**config.mk**
```make
export PLATFORM = sky130hd
export DESIGN_NAME = l2tlb_top
export DESIGN_NICKNAME = d
export VERILOG_FILES = /design/src/design/mmu_pkg.sv /design/src/design/l2tlb_pkg.sv /design/src/design/l2tlb_way_mem.sv /design/src/design/l2tlb_sched.sv /design/src/design/l2tlb_lookup.sv /design/src/design/l2tlb_mshr.sv /design/src/design/l2tlb_flush_ctrl.sv /design/src/design/l2tlb_top.sv
export SDC_FILE = /design/constraint.sdc
export NUM_CORES = 1
export LEC_CHECK = 0
export BUFFER_PORTS_ARGS = -buffer_cell sky130_fd_sc_hd__buf_4
export CORE_MARGIN = 8
export CORE_UTILIZATION = 40
export DETAILED_ROUTE_END_ITERATION = 10
export MAX_ROUTING_LAYER = met4
export PLACE_DENSITY = 0.62
export SLEW_MARGIN = 20
export SYNTH_ARGS = -nofsm -noshare
export SYNTH_HDL_FRONTEND = slang
export SYNTH_SLANG_ARGS = --single-unit
```
**constraint.sdc**
```tcl
create_clock -name clk_i -period 7 [get_ports clk_i]
set_clock_uncertainty 0.15 [all_clocks]
set_input_delay 0.35 -clock clk_i [delete_from_list [all_inputs] [get_ports clk_i]]
set_output_delay 0.35 -clock clk_i [all_outputs]
set_load 0.005 [all_outputs]
```
**src/design/mmu_pkg.sv**
```systemverilog
//####################################################################
// MMU package
// Address widths and MMU-wide enumerations shared by the TLB levels
//####################################################################

package mmu_pkg;

  // Sv32-like widths
  localparam int VPN_LEN  = 20;
  localparam int PPN_LEN  = 20;
  localparam int ASID_LEN = 8;

  typedef logic [VPN_LEN-1:0]  vpn_t;
  typedef logic [PPN_LEN-1:0]  ppn_t;
  typedef logic [ASID_LEN-1:0] asid_t;

  // Only the full flush is supported
  typedef enum logic {
    FlushNone,
    FlushAll
  } tlb_flush_e;

  typedef enum logic [1:0] {
    NoException,
    PageFault
  } exception_e;

  // Which L1 TLB issued the request and gets the answer
  typedef enum logic {
    ITLB,
    DTLB
  } tlb_dest_e;

endpackage

```
**src/design/l2tlb_pkg.sv**
```systemverilog
//####################################################################
// L2 TLB package
// Channel structs, stored entry layout and way memory controls
//####################################################################

package l2tlb_pkg;

  import mmu_pkg::*;

  // L1 TLB -> L2 TLB lookup request
  typedef struct packed {
    logic      valid;
    vpn_t      vpn;
    tlb_dest_e origin;
  } l1_req_t;

  // Walker -> L2 TLB answer
  typedef struct packed {
    logic       valid;
    ppn_t       ppn;
    exception_e exception;
    logic       glob;
  } ptw_ans_t;

  // L2 TLB -> walker request
  typedef struct packed {
    logic valid;
    vpn_t vpn;
  } ptw_req_t;

  // L2 TLB -> L1 TLBs answer
  typedef struct packed {
    logic       valid;
    logic       hit;
    ppn_t       ppn;
    exception_e exception;
    tlb_dest_e  destination;
  } l2_ans_t;

  // Stored entry, valid sits in bit 0 of the low byte
  typedef struct packed {
    logic  glob;
    asid_t asid;
    ppn_t  ppn;
    vpn_t  vpn;
    logic  valid;
  } tlb_entry_t;

  localparam int ENTRY_BYTES = ($bits(tlb_entry_t) + 7) / 8;

  // Per-way memory control, one byte enable per entry byte
  typedef struct packed {
    logic                   cs;
    logic                   we;
    logic [ENTRY_BYTES-1:0] be;
  } mem_ctrl_t;

  typedef enum logic [1:0] {
    Idle,
    Read,
    PtwAns
  } t0_t1_type_e;

  typedef struct packed {
    t0_t1_type_e req_type;
    vpn_t        vpn;
    tlb_dest_e   destination;
    ppn_t        ppn;
    exception_e  exception;
    logic        glob;
  } t0_t1_req_t;

  typedef enum logic {
    NoReq,
    ReplaceLine
  } t1_t0_type_e;

  typedef struct packed {
    logic        valid;
    t1_t0_type_e req_type;
    vpn_t        vpn;
    ppn_t        ppn;
    logic        glob;
  } t1_t0_req_t;

endpackage

```
**src/design/l2tlb_way_mem.sv**
```systemverilog
//####################################################################
// L2 TLB way memory
// One way of entries, registered read, byte-enabled write
//####################################################################

`timescale 1ns/1ns

module l2tlb_way_mem #(
  parameter int IDX_LEN = 2
) (
  input  logic                  clk_i,
  input  logic                  rst_n_i,
  input  l2tlb_pkg::mem_ctrl_t  ctrl_i,
  input  logic [IDX_LEN-1:0]    addr_i,
  input  l2tlb_pkg::tlb_entry_t wentry_i,
  output l2tlb_pkg::tlb_entry_t rentry_o
);

  import l2tlb_pkg::*;

  localparam int DEPTH = 2**IDX_LEN;
  localparam int W     = $bits(tlb_entry_t);

  logic [W-1:0]     mem_q [DEPTH];
  logic [DEPTH-1:0] valid_q;
  logic [W-1:0]     wmask;
  tlb_entry_t       rdata_q;
  logic             rvalid_q;

  // Expand byte enables to a bit mask
  always_comb begin
    for (int i = 0; i < W; i++) begin
      wmask[i] = ctrl_i.be[i/8];
    end
  end

  always_ff @(posedge clk_i) begin
    if (ctrl_i.cs && ctrl_i.we) begin
      mem_q[addr_i] <= (mem_q[addr_i] & ~wmask) | (wentry_i & wmask);
    end
    if (ctrl_i.cs && !ctrl_i.we) begin
      rdata_q <= mem_q[addr_i];
    end
  end

  // Valid bits live apart so they clear on reset
  always_ff @(posedge clk_i or negedge rst_n_i) begin
    if (!rst_n_i) begin
      valid_q  <= '0;
      rvalid_q <= 1'b0;
    end else if (ctrl_i.cs) begin
      if (ctrl_i.we && ctrl_i.be[0]) begin
        valid_q[addr_i] <= wentry_i.valid;
      end
      if (!ctrl_i.we) begin
        rvalid_q <= valid_q[addr_i];
      end
    end
  end

  always_comb begin
    rentry_o       = rdata_q;
    rentry_o.valid = rvalid_q;
  end

endmodule

```
**src/design/l2tlb_sched.sv**
```systemverilog
//####################################################################
// L2 TLB t0 stage
// Fixed-priority scheduler in front of the way memories, memory
// controller, ready signals and t0 -> t1 data selection
//####################################################################

`timescale 1ns/1ns

module l2tlb_sched #(
  parameter int IDX_LEN = 2,
  parameter int N_WAY   = 2
) (
  input  mmu_pkg::asid_t         base_asid_i,
  // Flush controller channel
  input  logic                   flush_req_valid_i,
  input  logic [IDX_LEN-1:0]     flush_idx_i,
  output logic                   flush_idx_cnt_en_o,
  // L1 TLB request
  input  l2tlb_pkg::l1_req_t     l1_req_i,
  output logic                   l1_rdy_o,
  // Walker answer
  input  l2tlb_pkg::ptw_ans_t    ptw_ans_i,
  output logic                   ptw_rdy_o,
  // Way memories
  output l2tlb_pkg::mem_ctrl_t   mem_ctrl_o [N_WAY],
  output logic [IDX_LEN-1:0]     mem_addr_o,
  output l2tlb_pkg::tlb_entry_t  mem_wentry_o,
  // t0 -> t1 registers
  output l2tlb_pkg::t0_t1_req_t  t0_t1_req_o,
  output logic                   t0_t1_en_o,
  // t1 -> t0 refill request
  input  l2tlb_pkg::t1_t0_req_t  t1_t0_req_i,
  // MSHR
  input  logic                   mshr_full_i,
  output logic                   rm_mshr_o,
  // Replacement way, one-hot
  input  logic [N_WAY-1:0]       repl_vec_i
);

  import mmu_pkg::*;
  import l2tlb_pkg::*;

  typedef enum logic [2:0] {
    WinNone,
    WinL1,
    WinPtw,
    WinFlush,
    WinT1
  } winner_e;

  // Byte enable touching only the valid byte
  localparam logic [ENTRY_BYTES-1:0] BE_VALID = ENTRY_BYTES'(1);

  winner_e winner;

  // Descending priority: refill, flush, walker, L1
  always_comb begin
    winner = WinNone;
    if (t1_t0_req_i.valid && t1_t0_req_i.req_type == ReplaceLine) begin
      winner = WinT1;
    end else if (flush_req_valid_i) begin
      winner = WinFlush;
    end else if (ptw_ans_i.valid) begin
      winner = WinPtw;
    end else if (l1_req_i.valid && !mshr_full_i) begin
      // New lookups wait while a miss is outstanding
      winner = WinL1;
    end
  end

  assign l1_rdy_o           = (winner == WinL1);
  assign ptw_rdy_o          = (winner == WinPtw);
  assign flush_idx_cnt_en_o = (winner == WinFlush);
  // Only lookups and walker answers have work for t1
  assign t0_t1_en_o         = (winner == WinL1) || (winner == WinPtw);
  // Faulting answers never refill, so they free the MSHR at once
  assign rm_mshr_o          = (winner == WinT1) ||
                              (winner == WinPtw && ptw_ans_i.exception != NoException);

  always_comb begin
    mem_addr_o = '0;
    for (int k = 0; k < N_WAY; k++) begin
      mem_ctrl_o[k] = '0;
    end
    case (winner)
      WinL1: begin
        mem_addr_o = l1_req_i.vpn[IDX_LEN-1:0];
        for (int k = 0; k < N_WAY; k++) begin
          mem_ctrl_o[k].cs = 1'b1;
          mem_ctrl_o[k].be = '1;
        end
      end
      WinPtw: begin
        // Set of the pending miss, held by t1
        mem_addr_o = t1_t0_req_i.vpn[IDX_LEN-1:0];
        if (ptw_ans_i.exception == NoException) begin
          for (int k = 0; k < N_WAY; k++) begin
            mem_ctrl_o[k].cs = 1'b1;
            mem_ctrl_o[k].be = '1;
          end
        end
      end
      WinFlush: begin
        // Clear the valid bit of every way in one go
        mem_addr_o = flush_idx_i;
        for (int k = 0; k < N_WAY; k++) begin
          mem_ctrl_o[k].cs = 1'b1;
          mem_ctrl_o[k].we = 1'b1;
          mem_ctrl_o[k].be = BE_VALID;
        end
      end
      WinT1: begin
        // Full write into the victim way only
        mem_addr_o = t1_t0_req_i.vpn[IDX_LEN-1:0];
        for (int k = 0; k < N_WAY; k++) begin
          mem_ctrl_o[k].cs = repl_vec_i[k];
          mem_ctrl_o[k].we = repl_vec_i[k];
          mem_ctrl_o[k].be = '1;
        end
      end
      default: begin
      end
    endcase
  end

  // Write entry, valid only for a refill
  always_comb begin
    mem_wentry_o.valid = (winner == WinT1);
    mem_wentry_o.vpn   = t1_t0_req_i.vpn;
    mem_wentry_o.ppn   = t1_t0_req_i.ppn;
    mem_wentry_o.asid  = base_asid_i;
    mem_wentry_o.glob  = t1_t0_req_i.glob;
  end

  // t0 -> t1 payload
  always_comb begin
    case (winner)
      WinL1:   t0_t1_req_o.req_type = Read;
      WinPtw:  t0_t1_req_o.req_type = PtwAns;
      default: t0_t1_req_o.req_type = Idle;
    endcase
    t0_t1_req_o.vpn         = l1_req_i.vpn;
    t0_t1_req_o.destination = l1_req_i.origin;
    t0_t1_req_o.ppn         = ptw_ans_i.ppn;
    t0_t1_req_o.exception   = ptw_ans_i.exception;
    t0_t1_req_o.glob        = ptw_ans_i.glob;
  end

endmodule

```
**src/design/l2tlb_lookup.sv**
```systemverilog
//####################################################################
// L2 TLB t1 stage
// Tag compare, answer to the L1 TLBs, miss and refill sequencing,
// round-robin victim selection per set
//####################################################################

`timescale 1ns/1ns

module l2tlb_lookup #(
  parameter int IDX_LEN = 2,
  parameter int N_WAY   = 2
) (
  input  logic                  clk_i,
  input  logic                  rst_n_i,
  input  l2tlb_pkg::t0_t1_req_t t0_t1_req_i,
  input  logic                  t0_t1_en_i,
  input  l2tlb_pkg::tlb_entry_t rentry_i [N_WAY],
  input  mmu_pkg::asid_t        base_asid_i,
  output l2tlb_pkg::l2_ans_t    l2_ans_o,
  output l2tlb_pkg::t1_t0_req_t t1_t0_req_o,
  output logic [N_WAY-1:0]      repl_vec_o,
  // MSHR fill and pending destination
  output logic                  mshr_fill_o,
  output mmu_pkg::vpn_t         mshr_vpn_o,
  output mmu_pkg::tlb_dest_e    mshr_dest_o,
  input  mmu_pkg::tlb_dest_e    mshr_dest_i
);

  import mmu_pkg::*;
  import l2tlb_pkg::*;

  localparam int N_SET   = 2**IDX_LEN;
  localparam int PTR_LEN = (N_WAY > 1) ? $clog2(N_WAY) : 1;

  t0_t1_type_e        type_q;
  vpn_t               vpn_q;
  tlb_dest_e          dest_q;
  ppn_t               ppn_q;
  exception_e         exc_q;
  logic               glob_q;
  logic               repl_q;
  logic [PTR_LEN-1:0] rr_q [N_SET];
  logic [IDX_LEN-1:0] set_idx;
  logic [N_WAY-1:0]   hit_vec;
  logic               hit;
  ppn_t               hit_ppn;

  always_ff @(posedge clk_i or negedge rst_n_i) begin
    if (!rst_n_i) begin
      type_q <= Idle;
      repl_q <= 1'b0;
      rr_q   <= '{default: '0};
    end else begin
      // One cycle per scheduled request
      type_q <= t0_t1_en_i ? t0_t1_req_i.req_type : Idle;
      // Refill goes out the cycle after the walker answer
      repl_q <= (type_q == PtwAns) && (exc_q == NoException);
      if (repl_q) begin
        rr_q[set_idx] <= (rr_q[set_idx] == PTR_LEN'(N_WAY-1)) ? '0 : rr_q[set_idx] + 1'b1;
      end
    end
  end

  always_ff @(posedge clk_i) begin
    if (t0_t1_en_i) begin
      ppn_q  <= t0_t1_req_i.ppn;
      exc_q  <= t0_t1_req_i.exception;
      glob_q <= t0_t1_req_i.glob;
      // Missing VPN stays here until the refill
      if (t0_t1_req_i.req_type == Read) begin
        vpn_q  <= t0_t1_req_i.vpn;
        dest_q <= t0_t1_req_i.destination;
      end
    end
  end

  assign set_idx = vpn_q[IDX_LEN-1:0];

  // Valid, same VPN, and global or same ASID
  always_comb begin
    hit_ppn = '0;
    for (int w = 0; w < N_WAY; w++) begin
      hit_vec[w] = rentry_i[w].valid && (rentry_i[w].vpn == vpn_q) &&
                   (rentry_i[w].glob || rentry_i[w].asid == base_asid_i);
      if (hit_vec[w]) begin
        hit_ppn = rentry_i[w].ppn;
      end
    end
  end

  assign hit = |hit_vec;

  always_comb begin
    l2_ans_o.valid       = 1'b0;
    l2_ans_o.hit         = 1'b0;
    l2_ans_o.ppn         = hit_ppn;
    l2_ans_o.exception   = NoException;
    l2_ans_o.destination = dest_q;
    if (type_q == Read && hit) begin
      l2_ans_o.valid = 1'b1;
      l2_ans_o.hit   = 1'b1;
    end else if (type_q == PtwAns) begin
      // Walker result forwarded to the requester held in the MSHR
      l2_ans_o.valid       = 1'b1;
      l2_ans_o.ppn         = ppn_q;
      l2_ans_o.exception   = exc_q;
      l2_ans_o.destination = mshr_dest_i;
    end
  end

  // Miss parks the request
  assign mshr_fill_o = (type_q == Read) && !hit;
  assign mshr_vpn_o  = vpn_q;
  assign mshr_dest_o = dest_q;

  // Refill request, payload held since the miss
  always_comb begin
    t1_t0_req_o.valid    = repl_q;
    t1_t0_req_o.req_type = repl_q ? ReplaceLine : NoReq;
    t1_t0_req_o.vpn      = vpn_q;
    t1_t0_req_o.ppn      = ppn_q;
    t1_t0_req_o.glob     = glob_q;
  end

  // Victim way of the current set
  always_comb begin
    repl_vec_o               = '0;
    repl_vec_o[rr_q[set_idx]] = 1'b1;
  end

endmodule

```
**src/design/l2tlb_mshr.sv**
```systemverilog
//####################################################################
// L2 TLB miss holding register
// One outstanding miss, issues the walker request
//####################################################################

`timescale 1ns/1ns

module l2tlb_mshr (
  input  logic               clk_i,
  input  logic               rst_n_i,
  input  logic               fill_i,
  input  mmu_pkg::vpn_t      vpn_i,
  input  mmu_pkg::tlb_dest_e dest_i,
  input  logic               rm_i,
  output logic               full_o,
  output mmu_pkg::vpn_t      vpn_o,
  output mmu_pkg::tlb_dest_e dest_o,
  output logic               ptw_req_o
);

  import mmu_pkg::*;

  logic      full_q;
  vpn_t      vpn_q;
  tlb_dest_e dest_q;

  always_ff @(posedge clk_i or negedge rst_n_i) begin
    if (!rst_n_i) begin
      full_q <= 1'b0;
    end else if (fill_i) begin
      full_q <= 1'b1;
    end else if (rm_i) begin
      full_q <= 1'b0;
    end
  end

  // Payload survives removal, t1 reads it one cycle later
  always_ff @(posedge clk_i) begin
    if (fill_i) begin
      vpn_q  <= vpn_i;
      dest_q <= dest_i;
    end
  end

  assign full_o    = full_q;
  // Walker sees the VPN in the fill cycle already
  assign vpn_o     = full_q ? vpn_q : vpn_i;
  assign dest_o    = dest_q;
  assign ptw_req_o = fill_i;

endmodule

```
**src/design/l2tlb_flush_ctrl.sv**
```systemverilog
//####################################################################
// L2 TLB flush controller
// Walks every set for a full flush and reports the end
//####################################################################

`timescale 1ns/1ns

module l2tlb_flush_ctrl #(
  parameter int IDX_LEN = 2
) (
  input  logic               clk_i,
  input  logic               rst_n_i,
  input  logic               flush_i,
  input  logic               cnt_en_i,
  output logic               req_valid_o,
  output logic [IDX_LEN-1:0] idx_o,
  output logic               done_o
);

  import mmu_pkg::*;

  tlb_flush_e         state_q;
  logic [IDX_LEN-1:0] idx_q;
  logic               done_q;

  always_ff @(posedge clk_i or negedge rst_n_i) begin
    if (!rst_n_i) begin
      state_q <= FlushNone;
      idx_q   <= '0;
      done_q  <= 1'b0;
    end else begin
      done_q <= 1'b0;
      if (state_q == FlushNone) begin
        if (flush_i) begin
          state_q <= FlushAll;
          idx_q   <= '0;
        end
      end else if (cnt_en_i) begin
        // Scheduler may stall us behind a refill
        idx_q <= idx_q + 1'b1;
        if (idx_q == '1) begin
          state_q <= FlushNone;
          done_q  <= 1'b1;
        end
      end
    end
  end

  assign req_valid_o = (state_q == FlushAll);
  assign idx_o       = idx_q;
  assign done_o      = done_q;

endmodule

```
**src/design/l2tlb_top.sv**
```systemverilog
//####################################################################
// L2 TLB top level
// Scheduler, way memories, lookup stage, MSHR and flush controller
//####################################################################

`timescale 1ns/1ns

module l2tlb_top #(
  parameter int IDX_LEN = 2,
  parameter int N_WAY   = 2
) (
  input  logic                clk_i,
  input  logic                rst_n_i,
  input  mmu_pkg::asid_t      base_asid_i,
  input  logic                flush_i,
  output logic                flush_done_o,
  input  l2tlb_pkg::l1_req_t  l1_req_i,
  output logic                l1_rdy_o,
  input  l2tlb_pkg::ptw_ans_t ptw_ans_i,
  output logic                ptw_rdy_o,
  output l2tlb_pkg::ptw_req_t ptw_req_o,
  output l2tlb_pkg::l2_ans_t  l2_ans_o
);

  import mmu_pkg::*;
  import l2tlb_pkg::*;

  logic               flush_req_valid;
  logic [IDX_LEN-1:0] flush_idx;
  logic               flush_cnt_en;
  mem_ctrl_t          mem_ctrl [N_WAY];
  logic [IDX_LEN-1:0] mem_addr;
  tlb_entry_t         mem_wentry;
  tlb_entry_t         rentry [N_WAY];
  t0_t1_req_t         t0_t1_req;
  logic               t0_t1_en;
  t1_t0_req_t         t1_t0_req;
  logic [N_WAY-1:0]   repl_vec;
  logic               mshr_full;
  logic               rm_mshr;
  logic               mshr_fill;
  vpn_t               mshr_fill_vpn;
  tlb_dest_e          mshr_fill_dest;
  tlb_dest_e          mshr_dest;
  vpn_t               mshr_vpn;
  logic               ptw_req_valid;

  l2tlb_sched #(.IDX_LEN(IDX_LEN), .N_WAY(N_WAY)) u_sched (
    .base_asid_i        (base_asid_i),
    .flush_req_valid_i  (flush_req_valid),
    .flush_idx_i        (flush_idx),
    .flush_idx_cnt_en_o (flush_cnt_en),
    .l1_req_i           (l1_req_i),
    .l1_rdy_o           (l1_rdy_o),
    .ptw_ans_i          (ptw_ans_i),
    .ptw_rdy_o          (ptw_rdy_o),
    .mem_ctrl_o         (mem_ctrl),
    .mem_addr_o         (mem_addr),
    .mem_wentry_o       (mem_wentry),
    .t0_t1_req_o        (t0_t1_req),
    .t0_t1_en_o         (t0_t1_en),
    .t1_t0_req_i        (t1_t0_req),
    .mshr_full_i        (mshr_full),
    .rm_mshr_o          (rm_mshr),
    .repl_vec_i         (repl_vec)
  );

  // One memory per way, shared address and write data
  for (genvar w = 0; w < N_WAY; w++) begin : g_way
    l2tlb_way_mem #(.IDX_LEN(IDX_LEN)) u_way (
      .clk_i    (clk_i),
      .rst_n_i  (rst_n_i),
      .ctrl_i   (mem_ctrl[w]),
      .addr_i   (mem_addr),
      .wentry_i (mem_wentry),
      .rentry_o (rentry[w])
    );
  end

  l2tlb_lookup #(.IDX_LEN(IDX_LEN), .N_WAY(N_WAY)) u_lookup (
    .clk_i       (clk_i),
    .rst_n_i     (rst_n_i),
    .t0_t1_req_i (t0_t1_req),
    .t0_t1_en_i  (t0_t1_en),
    .rentry_i    (rentry),
    .base_asid_i (base_asid_i),
    .l2_ans_o    (l2_ans_o),
    .t1_t0_req_o (t1_t0_req),
    .repl_vec_o  (repl_vec),
    .mshr_fill_o (mshr_fill),
    .mshr_vpn_o  (mshr_fill_vpn),
    .mshr_dest_o (mshr_fill_dest),
    .mshr_dest_i (mshr_dest)
  );

  l2tlb_mshr u_mshr (
    .clk_i     (clk_i),
    .rst_n_i   (rst_n_i),
    .fill_i    (mshr_fill),
    .vpn_i     (mshr_fill_vpn),
    .dest_i    (mshr_fill_dest),
    .rm_i      (rm_mshr),
    .full_o    (mshr_full),
    .vpn_o     (mshr_vpn),
    .dest_o    (mshr_dest),
    .ptw_req_o (ptw_req_valid)
  );

  l2tlb_flush_ctrl #(.IDX_LEN(IDX_LEN)) u_flush_ctrl (
    .clk_i       (clk_i),
    .rst_n_i     (rst_n_i),
    .flush_i     (flush_i),
    .cnt_en_i    (flush_cnt_en),
    .req_valid_o (flush_req_valid),
    .idx_o       (flush_idx),
    .done_o      (flush_done_o)
  );

  // Walker request pulse with the missing VPN
  assign ptw_req_o.valid = ptw_req_valid;
  assign ptw_req_o.vpn   = mshr_vpn;

endmodule

```
* Word-level counts from Yosys, hierarchy flattened *
Memories as Yosys holds them, arrays and structs flattened.
Cells that the tools add are included.

cells by class
  $add $sub $neg = 2
  order comparisons = 6
  equality and inequality tests = 13
  muxes and demuxes = 57
  bitwise logic cells = 11
  reductions and logical operators = 42

operators by type and width
  kind                  count
  $and A50 B50 Y50      4
  $not A50 Y50          2
  $or A50 B50 Y50       2
  $mux W20              3
  $mux W23              2
  $eq A20 B20 Y1        2
  $pmux W8 S4           1
  $mux W1               27
  $pmux W7 S3           1
  $logic_and A1 B1 Y1   19
  $eq A8 B8 Y1          2
  $bwmux W4             3
  $reduce_and A2 Y1     6
  $mux W3               3
  $mux W2               4
  $mux W8               1
  $reduce_or A2 Y1      4
  $mux W7               1
  $bmux W1 S2           3
  $eq A3 B2 Y1 const B  2
  $pmux W2 S3           1
  $reduce_bool A2 Y1    3
  $demux W1 S2          2
  $eq A2 B1 Y1 const B  2
  21 further kinds      31

word-level totals
  register bits = 185
  RAM bits = 400
  bits of input ports = 57
  memories = 2

memories
  memory                words  bits a word  read ports  clocked after memory_dff  write ports  line                 source
  g_way[0].u_way.mem_q  4      50           1           0                         1            l2tlb_way_mem.sv:24  logic [W-1:0] mem_q [DEPTH];
  g_way[1].u_way.mem_q  4      50           1           0                         1            l2tlb_way_mem.sv:24

* Depth between registers and ports, before layout *
  word-level depth = 14
  depth in mapped cells = 11

* Hierarchy *
Synthesis repeated with hierarchy kept, for this count alone.

second synthesis, totals
  cells, all modules = 1245
  area total of the unflattened synthesis = 24313.3 um2

by module, submodules not included
  module                           instances  cells an instance  area each (um2)
  l2tlb_way_mem at g_way[1].u_way  1          388                9460.3
  l2tlb_way_mem at g_way[0].u_way  1          387                9405.3
  l2tlb_lookup                     1          273                3291.9
  l2tlb_mshr                       1          47                 993.5
  l2tlb_sched                      1          137                989.7
  l2tlb_flush_ctrl                 1          12                 165.2
  l2tlb_top                        1          1                  7.5

* Least setup slack after synthesis *
No wires, ideal clock.

  kind = flip-flop to flip-flop
  from = reg u_mshr.full_q (netlist: u_mshr.full_o)
  to = reg g_way[1].u_way.valid_q[3]
  arrival = 5.212 ns
  slack = 1.509 ns
  cell stages (with the launch flop) = 9
  path through = dfrtp_1 > buf_4 > nor3b_4 > nand3_1 > and3_1 > buf_4 > buf_2 > nor3_1 > mux2_1

on the way
  cells in the longest elaborated chain, start to end = 14
  elaborated cells on any way between the ends = 24
  those cells by class = 2 x order compare; 4 x eq/ne; 11 x mux; 7 x reduce/logical

RTL lines
  element                                                                    line                                   source
  start: declaration                                                         l2tlb_mshr.sv:23                       logic full_q;
  start signal: assignment                                                   l2tlb_mshr.sv:29                       full_q <= 1'b0;
  start signal: assignment                                                   l2tlb_mshr.sv:31                       full_q <= 1'b1;
  start signal: assignment                                                   l2tlb_mshr.sv:33                       full_q <= 1'b0;
  $logic_not A1 Y1 *                                                         l2tlb_sched.sv:65                      end else if (l1_req_i.valid && !mshr_full_i) begin
  $logic_and A1 B1 Y1 *                                                      l2tlb_sched.sv:65
  $mux W1 *                                                                  l2tlb_sched.sv:65
  $mux W3 *                                                                  l2tlb_sched.sv:63                      end else if (ptw_ans_i.valid) begin
  $mux W3 *                                                                  l2tlb_sched.sv:61                      end else if (flush_req_valid_i) begin
  $mux W3 *                                                                  l2tlb_sched.sv:59                      if (t1_t0_req_i.valid && t1_t0_req_i.req_type == ReplaceLine) begin
  $eq A3 B2 Y1 / $eq A3 B3 Y1 (equally long branches)                        l2tlb_sched.sv:85, l2tlb_sched.sv:128
  $reduce_or A2 Y1 (no line)                                                 n/a
  $pmux W2 S3                                                                l2tlb_sched.sv:85                      case (winner)
  $lt A2 B3 Y1 (implied by the code) / $ge A2 B1 Y1 (equally long branches)  l2tlb_way_mem.sv:53                    valid_q[addr_i] <= wentry_i.valid;
  $logic_and A1 B1 Y1 (implied by the code)                                  l2tlb_way_mem.sv:53
  $mux W1 (implied by the code)                                              l2tlb_way_mem.sv:53
  $demux W1 S2                                                               n/a
  $bwmux W4                                                                  l2tlb_way_mem.sv:53
  end signal: indexed assignment                                             l2tlb_way_mem.sv:53
  end: declaration                                                           l2tlb_way_mem.sv:25                    logic [DEPTH-1:0] valid_q;

Mark *: on every way between the ends. The rest lies on a longest branch, timed or not.
A chain may end at the register's enable or synchronous reset.

* Final worst setup path *
  from = reg u_lookup.repl_q
  to = mem g_way[1].u_way.mem_q[1][12] (netlist name), data pin

on the way
  cells in the longest elaborated chain, start to end = 9
  elaborated cells on any way between the ends = 16
  those cells by class = 4 x eq/ne; 4 x mux; 4 x bitwise; 3 x reduce/logical; 1 x memory

RTL lines
  element                                                line                 source
  start: declaration                                     l2tlb_lookup.sv:41   logic repl_q;
  start signal: assignment                               l2tlb_lookup.sv:57   repl_q <= (type_q == PtwAns) && (exc_q == NoException);
  $mux W1                                                l2tlb_lookup.sv:119  t1_t0_req_o.req_type = repl_q ? ReplaceLine : NoReq;
  $logic_and A1 B1 Y1 *                                  l2tlb_sched.sv:59
  $mux W3 *                                              l2tlb_sched.sv:59
  $eq A3 B2 Y1 (tied with other cells)                   l2tlb_sched.sv:85
  $reduce_or A2 Y1 (no line)                             n/a
  $pmux W2 S3 / $pmux W7 S3 (equally long branches)      l2tlb_sched.sv:85
  $mem_v2 Z4 W50 / $not A50 Y50 (equally long branches)  n/a
  $and A50 B50 Y50                                       l2tlb_way_mem.sv:39  mem_q[addr_i] <= (mem_q[addr_i] & ~wmask) | (wentry_i & wmask);
  $or A50 B50 Y50 *                                      l2tlb_way_mem.sv:39
  end: declaration                                       l2tlb_way_mem.sv:24

Marked as above.

==> results list <==
* Run status: finished clean
* Count of cell types in the netlist: 53
- The pre-antenna-repair detailed-routing pass consisted of 5 iterations.
- Along the worst path, the maximum fanout reaches 52.
* Number of hold-repair buffers added at the cts stage: 54
- The repair_antennas step left the layout with diodes totalling 0.
* Post-Syn Area per Cell: 15.1 sq um
- Port buffering added roughly 110 buffers.
- Warnings, synthesis: 0
- The internal power of the cells totals around 0.0097 W.
* Cell area power density: 530 nW/um^2
- The die covers about 67000 sq um.
- EDFF count, synth: around 560
- Of all flip-flops after synthesis, the portion carrying an async set or reset was 3.81%.
- Relative to the synthesized area, the layout overhead comes to 17.2%.
* Maximum ir drop on the vdd rail: just under 400 uV
- The number of global-route vias before repair came to between 10000 and 15000.
- Sequential elements use between 70% and 80% of the synthesized area.
- Net switching is between 30 and 40% of the power.
- Slew at the pin with the worst max-slew slack: around 1100 ps
- Summed over all layers, the global routing overflow is 0.
- After the first detailed-routing iteration, the DRC count stood at approximately 980.
- The first global-routing pass estimated around 88 mm of wire.
- Remaining antenna violation count: 0
* Buffers from clock root to sink, at most: 3
* Reported max-cap violation count: 0
* Routed length per instance: approximately 23 um
- The worst register-to-register path has a setup slack of around 2700 ps.
- Commonest non-fill, non-tap cells in the layout: sky130_fd_sc_hd__edfxtp_1 (555), sky130_fd_sc_hd__nand2_1 (210), sky130_fd_sc_hd__a21oi_1 (182)
- The final layout contains ~1800 nets.
* Final worst-path cycle share: between 60% and 70%
- Setup slack closes at between 2000 and 3000 ps.
- Combinational logic burns ~33% of the power.
- Setup violations, final: 0
- In the global route stage, overall resource usage came out at 17.6%.
- At the worst endpoint, the required time is approximately 7200 ps.
- Ranked by total cell area, the synthesized netlist is headed by sky130_fd_sc_hd__edfxtp_1 (71%), sky130_fd_sc_hd__mux2_2 (5.8%), sky130_fd_sc_hd__a21oi_1 (3.9%).
* Worst min-delay path class: in -> reg
* Predominant post-synthesis flop cell: sky130_fd_sc_hd__edfxtp_1
- After clock tree synthesis, the repair step resized 0 gates.
- Vias per Instance: about 5.5
- Post-CTS setup repair buffer count: 0
- Kind of end point of the critical path: flop
- Across all hold checks on the routed design, the worst slack comes to between 20 and 30 ps.
- Of the total power, registers draw 45.5%.
- The final count of pins violating max slew is 0.
* Most frequent standard cell in the layout excluding fill and tap cells: sky130_fd_sc_hd__edfxtp_1
- Aggregate negative setup slack: 0 ps
* Worst slack at placement: ~2800 ps
- Measured in cells, the most critical reg-to-reg path has a length of 8.
- Worst path max stage delay: about 840 ps
- The clock drives between 500 and 600 sinks.
* Top-level I/O count: 106
* Horizontal extent of the die: between 200 and 300 um
- The share of total power dissipated in the clock network is about a fifth.
- Count of vias placed by the detailed router: ~14000
* Worst flop-to-flop path endpoint: g_way[1].u_way.mem_q[1][12]
* Startpoint kind of the worst setup timing path: flop
* Leak: between 9 and 10 nW
- Maximum level of the CTS H-tree: 2
- Worst Hold Path Cells: 2
- CTS tree: yes
* Type of the worst setup path: reg -> reg
- RR Startpoint: u_lookup.repl_q
- The floorplan has 89 rows.
- The worst hold path terminates at g_way[1].u_way.mem_q[2][43].
- The layout has between 5000 and 6000 filler cells.
- Switching Power: about 0.005 W
- In this run the cell area of the synthesized design comes to about 24000 sq um.
- The later pin in the worst-skew pair is clocked with a latency of between 600 and 700 ps.
* Hold wc startpoint: base_asid_i[2]
- Unrepaired setup endpoints after global routing: no
* Vertical die dimension: 259 um
- Entering global routing, the biggest net connects roughly 140 pins.
- Traced cell by cell, the critical path runs through nor2_2, and2_0, a21o_2, buf_4, nor2_4, buf_4, buf_4, mux2_2.
* Number of clock buffers inserted by TritonCTS: 57
- Based on the critical path, the design can be clocked at up to approximately 0.23 GHz.
* Antenna violations before repair: 0
- Detailed Place HPWL: 33.0 mm
- Total wirelength of the detailed-routed design: approximately 60 mm
- Clock-pin slew was measured on the worst setup and hold paths at roughly 60 ps.
* Arrival time reported for the critical path endpoint: 4500 ps
- In the routed design, unresolved DRC markers number 0.
- The initial utilization of the core area, before any placement, comes to slightly above 40%.
* Synth top area share: approximately 70%
* Synthesized netlist net count: around 1600
* Final critical path time including I/O delays and setup: between 4000 and 5000 ps
- Synthesis handed over a netlist of 1566 instances.
- Area of the core region: 58700 sq um
- Measured against its own limit, the worst slew margin works out to approximately 28%.
* Clk root buf: sky130_fd_sc_hd__clkbuf_16
* Most common cell on crit path: sky130_fd_sc_hd__buf_4
* Register bit count reported by yosys: ~580
* Final weighted congestion in routability-driven placement: 0.752
- sky130_fd_sc_hd__edfxtp_1 takes more of the synthesized area than any other cell.
- The final count of hold timing violations is 0.
* Cell with the largest stage delay on the worst path: sky130_fd_sc_hd__dfrtp_1
- In the final layout, the share of cells above drive strength 1 is between 20% and 30%.
==> synthesized netlist by cell type, types with 12 or more instances <==
library cell and n:
sky130_fd_sc_hd__edfxtp_1 555, sky130_fd_sc_hd__nand2_1 210, sky130_fd_sc_hd__a21oi_1 182, sky130_fd_sc_hd__mux2_2 121, sky130_fd_sc_hd__a22oi_1 78, sky130_fd_sc_hd__clkbuf_1 47, sky130_fd_sc_hd__buf_2 39, sky130_fd_sc_hd__xnor2_1 35
sky130_fd_sc_hd__nand3_1 31, sky130_fd_sc_hd__and2_1 27, sky130_fd_sc_hd__a31oi_1 26, sky130_fd_sc_hd__xor2_1 24, sky130_fd_sc_hd__a21oi_2 22, sky130_fd_sc_hd__a22oi_2 22, sky130_fd_sc_hd__dfrtp_1 22, sky130_fd_sc_hd__o31ai_1 21
sky130_fd_sc_hd__nand4_1 12
==> critical path: cells and delay by family, from the launching register on <==
kind,cells,cell delay (ps)
AND/OR/NAND/NOR,3,590
multiplexers,1,450
AO/OA/AOI/OAI,1,210
buffers and inverters,3,1700
flip-flops,1,840
==> power by group through the flow <==
stage / Combinational (W) / Sequential (W) / Clock [W]
finish: 0.00490 / 0.00667 / 0.00308
detailed placement: 0.00491 / 0.00674 / 0
global route: 0.00540 / 0.00679 / 0.00327
floorplan: 0.00343 / 0.00666 / 0
CTS: 0.00495 / 0.00668 / 0.00314
global placement: 0.00472 / 0.00670 / 0
==> stage by stage <==
step	instances	power [W]	utilization (%)	instance area [sq um]
after global placement	2371	0.0114	42.9	25200
after CTS	2531	0.0148	47.0	27600
after global routing	2534	0.0155	47.1	27700
after detailed placement	2371	0.0117	42.9	25200
after floorplan	1566	0.0101	-	23600
final	2534	0.0147	47.1	27700
==> metal layers <==
metal | track usage, % | part of all wire, %
met5 | - | 0
met4 | 4.78 | 2.1
met3 | 2.61 | 5.7
met2 | 28.2 | 48
met1 | 23.3 | 44
==> how the worst max path moves through the flow <==
stage	start	end	depth (start not counted)
floorplan	u_mshr.full_o	g_way[1].u_way.valid_q[3]	8
global placement	u_lookup.repl_q	g_way[0].u_way.mem_q[0][12]	8
detailed placement	u_lookup.repl_q	g_way[0].u_way.mem_q[1][10]	8
CTS	u_lookup.mshr_vpn_o[0]	l2_ans_o[12]	8
global route	u_lookup.repl_q	g_way[0].u_way.mem_q[0][10]	8
finish	u_lookup.repl_q	g_way[1].u_way.mem_q[1][12]	8
==> flip-flops by register name (all words and copies together), names as in the netlist, 2 cells and up <==
signal                flops
u_lookup.type_q           2
g_way.u_way.rvalid_q      2
u_lookup.rr_q             4
g_way.u_way.mem_q       392
u_lookup.mshr_vpn_o      20
u_lookup.exc_q            2
u_mshr.vpn_q             20
g_way.u_way.valid_q       8
u_lookup.ppn_q           20
u_flush_ctrl.idx_o        2
g_way.u_way.rentry_o     98
==> kinds of logic (layout without fill, tap and decap cells) <==
logic type,Yosys count,after routing,synth area share [%]
compound gates,369,369,10.3
xor+xnor,59,59,2.19
fa+ha+maj,1,1,0.0530
flops,577,577,72.9
simple gates,327,327,6.32
mux,123,123,5.92
buf+inv,110,305,2.26
==> cell type report <==
| type | instances | area, sq um | share of cell area, % |
|---|---|---|---|
| inverter | 6 | 22.5 | 0.0814 |
| sequential | 577 | 17200 | 62.2 |
| tap | 773 | 967 | 3.50 |
| clock buffer | 63 | 1450 | 5.24 |
| multi-input combinational | 879 | 5950 | 21.5 |
| timing repair buffer | 193 | 1640 | 5.94 |
| clock inverter | 43 | 419 | 1.51 |
Note: power is estimated with default switching activity, not from simulation.
